<file path="src/design/rv_decode_pkg.sv">
package rv_decode_pkg;

  ////////////////////////////////////////////////////////////////////
  // Widths with a meaning
  ////////////////////////////////////////////////////////////////////

  typedef logic [31:0] instr_t;     // Fetched instruction word
  typedef logic [4:0]  reg_addr_t;  // Register file index
  typedef logic [6:0]  opcode_t;    // Major opcode field

  // Major opcodes of the RV32I groups this stage decodes
  localparam opcode_t OPCODE_LUI    = 7'b0110111;
  localparam opcode_t OPCODE_AUIPC  = 7'b0010111;
  localparam opcode_t OPCODE_JAL    = 7'b1101111;
  localparam opcode_t OPCODE_JALR   = 7'b1100111;
  localparam opcode_t OPCODE_BRANCH = 7'b1100011;
  localparam opcode_t OPCODE_LOAD   = 7'b0000011;
  localparam opcode_t OPCODE_STORE  = 7'b0100011;
  localparam opcode_t OPCODE_OPIMM  = 7'b0010011;
  localparam opcode_t OPCODE_OP     = 7'b0110011;
  localparam opcode_t OPCODE_FENCE  = 7'b0001111;  // MISC-MEM with only FENCE kept
  localparam opcode_t OPCODE_SYSTEM = 7'b1110011;  // ECALL and EBREAK only

  ////////////////////////////////////////////////////////////////////
  // Operator encodings
  ////////////////////////////////////////////////////////////////////

  typedef enum logic [4:0] {
    ALU_ADD  = 5'd0,  ALU_SUB  = 5'd1,  ALU_XOR  = 5'd2,  ALU_OR   = 5'd3,
    ALU_AND  = 5'd4,  ALU_SLL  = 5'd5,  ALU_SRL  = 5'd6,  ALU_SRA  = 5'd7,
    ALU_SLT  = 5'd8,  ALU_SLTU = 5'd9,
    ALU_EQ   = 5'd16, ALU_NE   = 5'd17, ALU_LT   = 5'd18, ALU_GE   = 5'd19,
    ALU_LTU  = 5'd20, ALU_GEU  = 5'd21   // Branch compares
  } alu_opcode_e;

  // Order follows funct3[1:0] of the M group
  typedef enum logic [1:0] {
    MUL_M   = 2'd0,
    MUL_H   = 2'd1,
    MUL_HSU = 2'd2,
    MUL_HU  = 2'd3
  } mul_opcode_e;

  typedef enum logic [1:0] {
    DIV_DIV  = 2'd0,
    DIV_DIVU = 2'd1,
    DIV_REM  = 2'd2,
    DIV_REMU = 2'd3
  } div_opcode_e;

  typedef enum logic [1:0] {
    LSU_BYTE = 2'b00,
    LSU_HALF = 2'b01,
    LSU_WORD = 2'b10
  } lsu_size_e;

  ////////////////////////////////////////////////////////////////////
  // Pipeline words
  ////////////////////////////////////////////////////////////////////

  typedef struct packed {
    logic   valid;
    instr_t instr;
    logic   illegal_c;  // Compressed expander flagged it
    logic   fault;      // Fetch fault travels with the instruction
  } if_id_t;

  typedef struct packed {
    logic        illegal_insn;
    logic        alu_en;
    logic        alu_bch;
    logic        alu_jmp;
    alu_opcode_e alu_operator;
    logic        mul_en;
    mul_opcode_e mul_operator;
    logic [1:0]  mul_signed_mode;  // {op_b signed, op_a signed}
    logic        div_en;
    div_opcode_e div_operator;
    logic        lsu_en;
    logic        lsu_we;
    lsu_size_e   lsu_size;
    logic        lsu_sext;
    logic        rf_we;
    logic [1:0]  rf_re;            // {rs2, rs1} read enables
    logic        sys_en;
    logic        sys_ecall_insn;
    logic        sys_ebrk_insn;
  } decoder_ctrl_t;

  // Word a sub-decoder returns when it does not own the encoding
  localparam decoder_ctrl_t DECODER_CTRL_ILLEGAL_INSN = '{
    illegal_insn    : 1'b1,
    alu_en          : 1'b0,
    alu_bch         : 1'b0,
    alu_jmp         : 1'b0,
    alu_operator    : ALU_ADD,
    mul_en          : 1'b0,
    mul_operator    : MUL_M,
    mul_signed_mode : 2'b00,
    div_en          : 1'b0,
    div_operator    : DIV_DIV,
    lsu_en          : 1'b0,
    lsu_we          : 1'b0,
    lsu_size        : LSU_BYTE,
    lsu_sext        : 1'b0,
    rf_we           : 1'b0,
    rf_re           : 2'b00,
    sys_en          : 1'b0,
    sys_ecall_insn  : 1'b0,
    sys_ebrk_insn   : 1'b0
  };

  typedef struct packed {
    logic          valid;
    decoder_ctrl_t ctrl;
    reg_addr_t     rd;
    reg_addr_t     rs1;
    reg_addr_t     rs2;
  } id_ex_t;

endpackage

</file>
<file path="src/design/decode_stage.sv">
`timescale 1ns/1ps

module decode_stage #(
  parameter bit M_EXT = 1'b1  // Include the RV32M decoder
) (
  input  logic                  clk,
  input  logic                  reset_i,
  input  logic                  instr_valid_i,
  input  rv_decode_pkg::instr_t instr_i,
  input  logic                  illegal_c_insn_i,
  input  logic                  instr_fault_i,
  output rv_decode_pkg::id_ex_t ex_o   // Two edges after the input sample
);

  import rv_decode_pkg::*;

  if_id_t        if_id;        // IF/ID register contents
  decoder_ctrl_t decode_ctrl;  // Combinational decode of if_id

  if_id_reg if_id_reg_i (
    .clk              (clk),
    .reset_i          (reset_i),
    .instr_valid_i    (instr_valid_i),
    .instr_i          (instr_i),
    .illegal_c_insn_i (illegal_c_insn_i),
    .instr_fault_i    (instr_fault_i),
    .if_id_o          (if_id)
  );

  decoder #(
    .M_EXT (M_EXT)
  ) decoder_i (
    .if_id_i        (if_id),
    .decoder_ctrl_o (decode_ctrl)
  );

  id_ex_reg id_ex_reg_i (
    .clk     (clk),
    .reset_i (reset_i),
    .if_id_i (if_id),
    .ctrl_i  (decode_ctrl),
    .ex_o    (ex_o)
  );

endmodule

</file>
<file path="src/design/decoder.sv">
`timescale 1ns/1ps

module decoder #(
  parameter bit M_EXT = 1'b1
) (
  input  rv_decode_pkg::if_id_t        if_id_i,
  output rv_decode_pkg::decoder_ctrl_t decoder_ctrl_o
);

  import rv_decode_pkg::*;

  decoder_ctrl_t decoder_i_ctrl;
  decoder_ctrl_t decoder_m_ctrl;
  decoder_ctrl_t decoder_ctrl_mux;  // After priority and illegal_c

  // Base set, always present
  i_decoder i_decoder_i (
    .instr_i        (if_id_i.instr),
    .decoder_ctrl_o (decoder_i_ctrl)
  );

  generate
    if (M_EXT) begin : gen_m_decoder
      m_decoder m_decoder_i (
        .instr_i        (if_id_i.instr),
        .decoder_ctrl_o (decoder_m_ctrl)
      );
    end else begin : gen_no_m_decoder
      assign decoder_m_ctrl = DECODER_CTRL_ILLEGAL_INSN;  // MULDIV decodes illegal
    end
  endgenerate

  ////////////////////////////////////////////////////////////////////
  // Merge and suppression
  ////////////////////////////////////////////////////////////////////

  always_comb begin
    if (if_id_i.illegal_c) begin
      decoder_ctrl_mux = DECODER_CTRL_ILLEGAL_INSN;  // Expander already failed
    end else if (!decoder_m_ctrl.illegal_insn) begin
      decoder_ctrl_mux = decoder_m_ctrl;  // M match wins
    end else if (!decoder_i_ctrl.illegal_insn) begin
      decoder_ctrl_mux = decoder_i_ctrl;
    end else begin
      decoder_ctrl_mux = DECODER_CTRL_ILLEGAL_INSN;  // Nobody owns it
    end
  end

  // A faulted fetch must not act; operators still follow the word
  always_comb begin
    decoder_ctrl_o = decoder_ctrl_mux;
    if (if_id_i.fault) begin
      decoder_ctrl_o.alu_en       = 1'b0;
      decoder_ctrl_o.mul_en       = 1'b0;
      decoder_ctrl_o.div_en       = 1'b0;
      decoder_ctrl_o.lsu_en       = 1'b0;
      decoder_ctrl_o.sys_en       = 1'b0;
      decoder_ctrl_o.rf_we        = 1'b0;
      decoder_ctrl_o.illegal_insn = 1'b0;  // Fault is reported instead
    end
  end

endmodule

</file>
<file path="src/design/i_decoder.sv">
`timescale 1ns/1ps

module i_decoder (
  input  rv_decode_pkg::instr_t        instr_i,
  output rv_decode_pkg::decoder_ctrl_t decoder_ctrl_o
);

  import rv_decode_pkg::*;

  opcode_t    opcode;
  logic [2:0] funct3;
  logic [6:0] funct7;

  assign opcode = instr_i[6:0];
  assign funct3 = instr_i[14:12];
  assign funct7 = instr_i[31:25];

  ////////////////////////////////////////////////////////////////////
  // RV32I base decode
  ////////////////////////////////////////////////////////////////////

  always_comb begin
    decoder_ctrl_o = '0;  // Fields not set below stay zero

    unique case (opcode)
      OPCODE_LUI, OPCODE_AUIPC: begin
        decoder_ctrl_o.alu_en       = 1'b1;   // Immediate (plus PC) into rd
        decoder_ctrl_o.alu_operator = ALU_ADD;
        decoder_ctrl_o.rf_we        = 1'b1;
      end

      OPCODE_JAL: begin
        decoder_ctrl_o.alu_en       = 1'b1;   // ALU forms the link address
        decoder_ctrl_o.alu_jmp      = 1'b1;
        decoder_ctrl_o.alu_operator = ALU_ADD;
        decoder_ctrl_o.rf_we        = 1'b1;
      end

      OPCODE_JALR: begin
        if (funct3 == 3'b000) begin
          decoder_ctrl_o.alu_en       = 1'b1;
          decoder_ctrl_o.alu_jmp      = 1'b1;
          decoder_ctrl_o.alu_operator = ALU_ADD;
          decoder_ctrl_o.rf_we        = 1'b1;
          decoder_ctrl_o.rf_re        = 2'b01;  // Target base in rs1
        end else begin
          decoder_ctrl_o = DECODER_CTRL_ILLEGAL_INSN;
        end
      end

      OPCODE_BRANCH: begin
        decoder_ctrl_o.alu_en  = 1'b1;
        decoder_ctrl_o.alu_bch = 1'b1;
        decoder_ctrl_o.rf_re   = 2'b11;  // Compare rs1 with rs2
        case (funct3)
          3'b000:  decoder_ctrl_o.alu_operator = ALU_EQ;
          3'b001:  decoder_ctrl_o.alu_operator = ALU_NE;
          3'b100:  decoder_ctrl_o.alu_operator = ALU_LT;
          3'b101:  decoder_ctrl_o.alu_operator = ALU_GE;
          3'b110:  decoder_ctrl_o.alu_operator = ALU_LTU;
          3'b111:  decoder_ctrl_o.alu_operator = ALU_GEU;
          default: decoder_ctrl_o = DECODER_CTRL_ILLEGAL_INSN;  // 010, 011
        endcase
      end

      OPCODE_LOAD: begin
        // LB LH LW LBU LHU; funct3[2] marks the unsigned forms
        if (funct3 inside {3'b000, 3'b001, 3'b010, 3'b100, 3'b101}) begin
          decoder_ctrl_o.lsu_en   = 1'b1;
          decoder_ctrl_o.lsu_size = lsu_size_e'(funct3[1:0]);
          decoder_ctrl_o.lsu_sext = ~funct3[2];
          decoder_ctrl_o.rf_we    = 1'b1;
          decoder_ctrl_o.rf_re    = 2'b01;
        end else begin
          decoder_ctrl_o = DECODER_CTRL_ILLEGAL_INSN;
        end
      end

      OPCODE_STORE: begin
        if (funct3 inside {3'b000, 3'b001, 3'b010}) begin  // SB SH SW
          decoder_ctrl_o.lsu_en   = 1'b1;
          decoder_ctrl_o.lsu_we   = 1'b1;
          decoder_ctrl_o.lsu_size = lsu_size_e'(funct3[1:0]);
          decoder_ctrl_o.rf_re    = 2'b11;  // Address base and store data
        end else begin
          decoder_ctrl_o = DECODER_CTRL_ILLEGAL_INSN;
        end
      end

      OPCODE_OPIMM: begin
        decoder_ctrl_o.alu_en = 1'b1;
        decoder_ctrl_o.rf_we  = 1'b1;
        decoder_ctrl_o.rf_re  = 2'b01;
        case (funct3)
          3'b000: decoder_ctrl_o.alu_operator = ALU_ADD;   // ADDI
          3'b010: decoder_ctrl_o.alu_operator = ALU_SLT;   // SLTI
          3'b011: decoder_ctrl_o.alu_operator = ALU_SLTU;  // SLTIU
          3'b100: decoder_ctrl_o.alu_operator = ALU_XOR;
          3'b110: decoder_ctrl_o.alu_operator = ALU_OR;
          3'b111: decoder_ctrl_o.alu_operator = ALU_AND;
          3'b001: begin
            // SLLI needs a clean upper field
            if (funct7 == 7'b0000000) decoder_ctrl_o.alu_operator = ALU_SLL;
            else                      decoder_ctrl_o = DECODER_CTRL_ILLEGAL_INSN;
          end
          default: begin
            // 101: SRLI or SRAI, told apart by instr[30]
            if (funct7 == 7'b0000000)      decoder_ctrl_o.alu_operator = ALU_SRL;
            else if (funct7 == 7'b0100000) decoder_ctrl_o.alu_operator = ALU_SRA;
            else                           decoder_ctrl_o = DECODER_CTRL_ILLEGAL_INSN;
          end
        endcase
      end

      OPCODE_OP: begin
        decoder_ctrl_o.alu_en = 1'b1;
        decoder_ctrl_o.rf_we  = 1'b1;
        decoder_ctrl_o.rf_re  = 2'b11;
        // funct7 0000001 falls through as illegal, owned by the M decoder
        case ({funct7, funct3})
          {7'b0000000, 3'b000}: decoder_ctrl_o.alu_operator = ALU_ADD;
          {7'b0100000, 3'b000}: decoder_ctrl_o.alu_operator = ALU_SUB;
          {7'b0000000, 3'b001}: decoder_ctrl_o.alu_operator = ALU_SLL;
          {7'b0000000, 3'b010}: decoder_ctrl_o.alu_operator = ALU_SLT;
          {7'b0000000, 3'b011}: decoder_ctrl_o.alu_operator = ALU_SLTU;
          {7'b0000000, 3'b100}: decoder_ctrl_o.alu_operator = ALU_XOR;
          {7'b0000000, 3'b101}: decoder_ctrl_o.alu_operator = ALU_SRL;
          {7'b0100000, 3'b101}: decoder_ctrl_o.alu_operator = ALU_SRA;
          {7'b0000000, 3'b110}: decoder_ctrl_o.alu_operator = ALU_OR;
          {7'b0000000, 3'b111}: decoder_ctrl_o.alu_operator = ALU_AND;
          default:              decoder_ctrl_o = DECODER_CTRL_ILLEGAL_INSN;
        endcase
      end

      OPCODE_FENCE: begin
        if (funct3 == 3'b000) decoder_ctrl_o.sys_en = 1'b1;  // FENCE.I is 001
        else                  decoder_ctrl_o = DECODER_CTRL_ILLEGAL_INSN;
      end

      OPCODE_SYSTEM: begin
        // Only ECALL and EBREAK; rd, rs1 and funct3 must all be zero
        if (instr_i[19:7] != '0) begin
          decoder_ctrl_o = DECODER_CTRL_ILLEGAL_INSN;
        end else if (instr_i[31:20] == 12'h000) begin
          decoder_ctrl_o.sys_en         = 1'b1;
          decoder_ctrl_o.sys_ecall_insn = 1'b1;
        end else if (instr_i[31:20] == 12'h001) begin
          decoder_ctrl_o.sys_en        = 1'b1;
          decoder_ctrl_o.sys_ebrk_insn = 1'b1;
        end else begin
          decoder_ctrl_o = DECODER_CTRL_ILLEGAL_INSN;  // MRET, WFI, CSRs...
        end
      end

      default: decoder_ctrl_o = DECODER_CTRL_ILLEGAL_INSN;
    endcase
  end

endmodule

</file>
<file path="src/design/id_ex_reg.sv">
`timescale 1ns/1ps

module id_ex_reg (
  input  logic                         clk,
  input  logic                         reset_i,
  input  rv_decode_pkg::if_id_t        if_id_i,
  input  rv_decode_pkg::decoder_ctrl_t ctrl_i,   // Merged, suppressed word
  output rv_decode_pkg::id_ex_t        ex_o
);

  import rv_decode_pkg::*;

  id_ex_t ex_d;

  // Register indices sit at fixed positions in every format
  always_comb begin
    ex_d = '0;  // Bubble keeps every enable low
    if (if_id_i.valid) begin
      ex_d.valid = 1'b1;
      ex_d.ctrl  = ctrl_i;
      ex_d.rd    = if_id_i.instr[11:7];
      ex_d.rs1   = if_id_i.instr[19:15];
      ex_d.rs2   = if_id_i.instr[24:20];
    end
  end

  ////////////////////////////////////////////////////////////////////
  // ID/EX register
  ////////////////////////////////////////////////////////////////////

  always_ff @(posedge clk) begin
    if (reset_i) begin
      ex_o <= '0;
    end else begin
      ex_o <= ex_d;
    end
  end

endmodule

</file>
<file path="src/design/if_id_reg.sv">
`timescale 1ns/1ps

module if_id_reg (
  input  logic                  clk,
  input  logic                  reset_i,
  input  logic                  instr_valid_i,     // Fetch strobe, no handshake
  input  rv_decode_pkg::instr_t instr_i,
  input  logic                  illegal_c_insn_i,  // Bad compressed encoding
  input  logic                  instr_fault_i,     // Fetch bus fault
  output rv_decode_pkg::if_id_t if_id_o
);

  import rv_decode_pkg::*;

  if_id_t if_id_d;  // Next struct

  // Empty cycles load a cleared struct so no stale word reaches decode
  always_comb begin
    if_id_d = '0;
    if (instr_valid_i) begin
      if_id_d.valid     = 1'b1;
      if_id_d.instr     = instr_i;
      if_id_d.illegal_c = illegal_c_insn_i;
      if_id_d.fault     = instr_fault_i;
    end
  end

  ////////////////////////////////////////////////////////////////////
  // IF/ID register
  ////////////////////////////////////////////////////////////////////

  always_ff @(posedge clk) begin
    if (reset_i) begin
      if_id_o <= '0;
    end else begin
      if_id_o <= if_id_d;  // Advances every edge
    end
  end

endmodule

</file>
<file path="src/design/m_decoder.sv">
`timescale 1ns/1ps

module m_decoder (
  input  rv_decode_pkg::instr_t        instr_i,
  output rv_decode_pkg::decoder_ctrl_t decoder_ctrl_o
);

  import rv_decode_pkg::*;

  logic [2:0] funct3;
  logic       m_match;  // OP with the MULDIV funct7

  assign funct3  = instr_i[14:12];
  assign m_match = (instr_i[6:0] == OPCODE_OP) && (instr_i[31:25] == 7'b0000001);

  always_comb begin
    decoder_ctrl_o = '0;
    if (!m_match) begin
      decoder_ctrl_o = DECODER_CTRL_ILLEGAL_INSN;  // Left to the other decoders
    end else begin
      decoder_ctrl_o.rf_we = 1'b1;
      decoder_ctrl_o.rf_re = 2'b11;
      if (!funct3[2]) begin
        decoder_ctrl_o.mul_en       = 1'b1;
        decoder_ctrl_o.mul_operator = mul_opcode_e'(funct3[1:0]);
        case (funct3[1:0])
          2'b01:   decoder_ctrl_o.mul_signed_mode = 2'b11;  // MULH
          2'b10:   decoder_ctrl_o.mul_signed_mode = 2'b01;  // MULHSU, rs1 signed
          default: decoder_ctrl_o.mul_signed_mode = 2'b00;  // MUL, MULHU
        endcase
      end else begin
        decoder_ctrl_o.div_en       = 1'b1;  // DIV DIVU REM REMU
        decoder_ctrl_o.div_operator = div_opcode_e'(funct3[1:0]);
      end
    end
  end

endmodule

</file>
<file path="config.mk">
export PLATFORM = sky130hd
export DESIGN_NAME = decode_stage
export DESIGN_NICKNAME = d
export VERILOG_FILES = /design/src/design/rv_decode_pkg.sv /design/src/design/decode_stage.sv /design/src/design/decoder.sv /design/src/design/i_decoder.sv /design/src/design/id_ex_reg.sv /design/src/design/if_id_reg.sv /design/src/design/m_decoder.sv
export SDC_FILE = /design/constraint.sdc
export NUM_CORES = 1
export LEC_CHECK = 0
export ABC_AREA = 1
export ABC_CLOCK_PERIOD_IN_PS = 2400
export BUFFER_PORTS_ARGS = -buffer_cell sky130_fd_sc_hd__buf_2
export CORE_ASPECT_RATIO = 1.4
export CORE_MARGIN = 3
export CORE_UTILIZATION = 29
export DETAILED_ROUTE_END_ITERATION = 10
export MAX_ROUTING_LAYER = met4
export PLACE_DENSITY = 0.54
export SLEW_MARGIN = 20
export SYNTH_ARGS = -nofsm -noshare
export SYNTH_HDL_FRONTEND = slang
export SYNTH_SLANG_ARGS = --single-unit
</file>
<file path="constraint.sdc">
create_clock -name clk -period 2.4 [get_ports clk]
set_input_delay 0.6 -clock clk [delete_from_list [all_inputs] [get_ports clk]]
set_output_delay 0.6 -clock clk [all_outputs]
set_load 0.01 [all_outputs]
</file>
==> flow_summary_export.csv <==
group,metric,value,unit
status,status,"finished, final reports clean",
timing,period_share,89.3,%
floorplan,core,10500,sq um
cts,postCtsResizedCells,0,
timing,rsz0062_at_grt,"no",
floorplan,die_area,12200,sq um
global_routing,grt_max_degree,20,
timing,relSlewSlack,63.1,%
worst_setup_path,worstSetupPathType,"reg2reg",
global_routing,antenna_found_initial,0,
global_routing,first_global_vias,2803,
cts,cts.htree.levels,3,
hold_path,holdPathStages,2,
worst_setup_path,slowest_stage,"dfxtp_1",
run,drv_cap,0,
worst_setup_path,worst-path-stages,13,
cts,clock_path_buffers,2,
pwr,p_seq_share,47.1,%
synthesis,yosys.area_share.simple,32.8,%
synthesis,ys_ff_latch,79,
floorplan,dieWidth,94.2,microns
final_layout,area_delta_synth_final,28.2,%
synthesis,synth.distinct_cells,33,
timing,setup_tns,0,ns
timing,fmax,467,MHz
route,first_iter_violations,166,
final_layout,drive_above_1_share,24.8,%
synthesis,synth_flop_cell,"dfxtp_1",
synthesis,synth_area,3160,sq um
floorplan,die_h,129,microns
worst_setup_path,worstPathArrival,2.41,ns
synthesis,synth_compound_area_share,4.20,%
pwr,peakVddDrop,391,uV
timing,setup_viol_count_final,0,
synthesis,synth_top_area_share,50.1,%
synthesis,yosysTopAreaCell,"dfxtp_1",
cts,clockRootBuffer,"clkbuf_16",
cts,cts_sinks,79,
worst_setup_path,endpoint_kind,"register",
final_layout,finish.instance_area,4040,sq um
cts,cts_setup_buffers,0,
worst_setup_path,worst-path-max-fanout,7,
pwr,p_clk_share,46.9,%
final_layout,stdcell_count,658,
worst_setup_path,path_common_cell,"inv_1",
cts,cts_inserted_buffers,9,
route,vias,2773,
pwr,combPwrFrac,6.0,%
final_layout,num_antenna_cells,0,
route,wire_per_inst,11.6,microns
worst_setup_path,cp_top_family,"simple AND/OR/NAND/NOR gates",
worst_setup_path,reg2regPathDepth,13,
synthesis,synth_top_family_by_area,"simple AND/OR/NAND/NOR gates",
synthesis,muxShareOfSynthArea,0,%
timing,fin_hold_ws,0.429,ns
timing,maxSlewViolCount,0,
final_layout,fillers,1135,
worst_setup_path,critPathBufInv,4,
route,postRouteAntennaNets,0,
timing,hold_viol,0,
synthesis,async_flop_share,0,%
pwr,p_int,2.22,mW
global_routing,grt_use_total,13.6,%
timing,fin_crit,2.14,ns
worst_setup_path,slowest_delay,0.35,ns
synthesis,syn_area_per_cell,7.44,sq um
cts,cts_tree,"done",
synthesis,syn-num-nets,465,
floorplan,ios,81,
cts,clk_pin_slew,0.06,ns
worst_setup_path,start_kind,"register",
pwr,power.density,713,nW/um^2
pwr,p_switching,0.664,mW
cts,ctsHoldBuffers,0,
placement,globalplace.congestion,0.925,
synthesis,synth_area_leaders,"dfxtp_1 (50%), nor2_1 (11%), inv_1 (10%)",
floorplan,initial_utilization,30.0,%
final_layout,finish.net_count,556,
final_layout,fin_util,38.5,%
route,drt_pass1_iterations,6,
pwr,swShare,23.0,%
synthesis,ys_seq_area_share,50.1,%
synthesis,synthAdderAreaFrac,1.59,%
synthesis,ys.warnings.count,0,
synthesis,synth-xor-area-share,0,%
hold_path,hp-class,"reg2reg",
placement,hpwl,6.30,mm
synthesis,synth_edf_count,0,
synthesis,synthCells,424,
timing,worst_slew_pin_slew,0.552,ns
route,drc,0,
placement,dpl.cell_count,641,
placement,portBuffers,80,
timing,fin_skew,0.00944,ns
cts,clock_latency,0.34,ns
floorplan,num_rows,44,
route,vias_per_cell,4.21,
route,drt-total-wl,7.67,mm
worst_setup_path,worstPathRequired,2.67,ns
global_routing,overflow,0,
worst_setup_path,cp_cell_sequence,"inv_1 > ha_1 > inv_1 > nor3_1 > nand3b_1 > nand2_1 > nor2_1 > nand4_1 > buf_4 > nand3_4 > inv_6 > nand2_4 > nor2_2",
placement,place_area,3730,sq um
global_routing,grt_first_pass_wirelength,12.6,mm
pwr,leakage,2.09,nW
-- Yosys cell counts, types with 2 or more instances --
cell / count
nor2_1: 96
inv_1: 84
dfxtp_1: 79
nand2_1: 60
nand3_1: 24
nor2_2: 14
nor3_1: 13
a21oi_1: 7
o21ai_0: 6
nand4_1: 5
clkbuf_1: 4
ha_1: 4
nand2_4: 4
nand2_2: 3
nor2_4: 2
o21a_1: 2
-- routing by layer --
layer	part of all wire, %	up-vias	track usage (%)
met4	2.8	0	8.08
li1	-	1456	-
met2	51	86	22.6
met3	5.5	12	2.21
met5	0	-	-
met1	41	1219	15.4
-- kinds of logic (layout without fill, tap and decap cells) --
| group | count (synthesis) | count (layout) |
|---|---|---|
| AO/OA/AOI/OAI | 22 | 22 |
| flip-flops | 79 | 79 |
| AND/OR/NAND/NOR | 227 | 227 |
| buffers and inverters | 92 | 188 |
| adder cells (fa/ha/maj) | 4 | 4 |
-- final cells by class --
type	count	area (sq um)	area share (%)
Clock buffer	9	225	5.57
Clock inverter	7	78.8	1.95
Inverter	87	332	8.20
Multi-Input combinational cell	253	1220	30.1
Sequential cell	79	1580	39.1
Tap cell	138	173	4.27
Timing Repair Buffer	85	438	10.8
-- worst register-to-register path, stage by stage, from the launching register on --
cell and delay (ns):
dfxtp_1 0.35, inv_1 0.14, ha_1 0.29, inv_1 0.12, nor3_1 0.24, nand3b_1 0.16, nand2_1 0.09, nor2_1 0.06
nand4_1 0.09, buf_4 0.15, nand3_4 0.13, inv_6 0.11, nand2_4 0.07, nor2_2 0.08
-- cell usage in the layout, fill, tap and decap left out, types with 2 or more instances in the layout --
cell type / instances
a21oi_1: 7
buf_2: 80
buf_4: 5
clkbuf_16: 9
clkinv_4: 3
dfxtp_1: 79
ha_1: 4
inv_1: 84
inv_6: 3
nand2_1: 60
nand2_2: 3
nand2_4: 4
nand3_1: 24
nand4_1: 5
nor2_1: 96
nor2_2: 14
nor2_4: 2
nor3_1: 13
o21a_1: 2
o21ai_0: 6
-- power groups by stage --
stage	Combinational, mW	Sequential, mW	Clock (mW)
3_3_place_gp	0.174	1.39	0
4_1_cts	0.176	1.36	1.40
6_report	0.173	1.36	1.35
2_1_floorplan	0.109	1.38	0
3_5_place_dp	0.175	1.39	0
5_1_grt	0.201	1.36	1.44
-- state kept, by name, indices dropped and copies added (netlist names) --
name,count
id_ex_reg_i.ex_o,44
if_id_reg_i.if_id_o,35
-- worst paths after layout --
kind	start	endpoint	slack (ns)
setup reg to reg	if_id_reg_i.if_id_o[14]	id_ex_reg_i.ex_o[35]	0.26
hold / removal	if_id_reg_i.if_id_o[20]	id_ex_reg_i.ex_o[8]	0.43
setup / recovery	if_id_reg_i.if_id_o[14]	id_ex_reg_i.ex_o[35]	0.26
hold reg to reg	if_id_reg_i.if_id_o[20]	id_ex_reg_i.ex_o[8]	0.43
-- stage by stage --
stage / setup WS [ns] / power, mW
2_1_floorplan: 0.611 / 1.49
3_3_place_gp: 0.222 / 1.56
3_5_place_dp: 0.181 / 1.56
4_1_cts: 0.167 / 2.93
5_1_grt: 0.0519 / 3.00
6_report: 0.256 / 2.88
(Power assumes the default switching activity.)
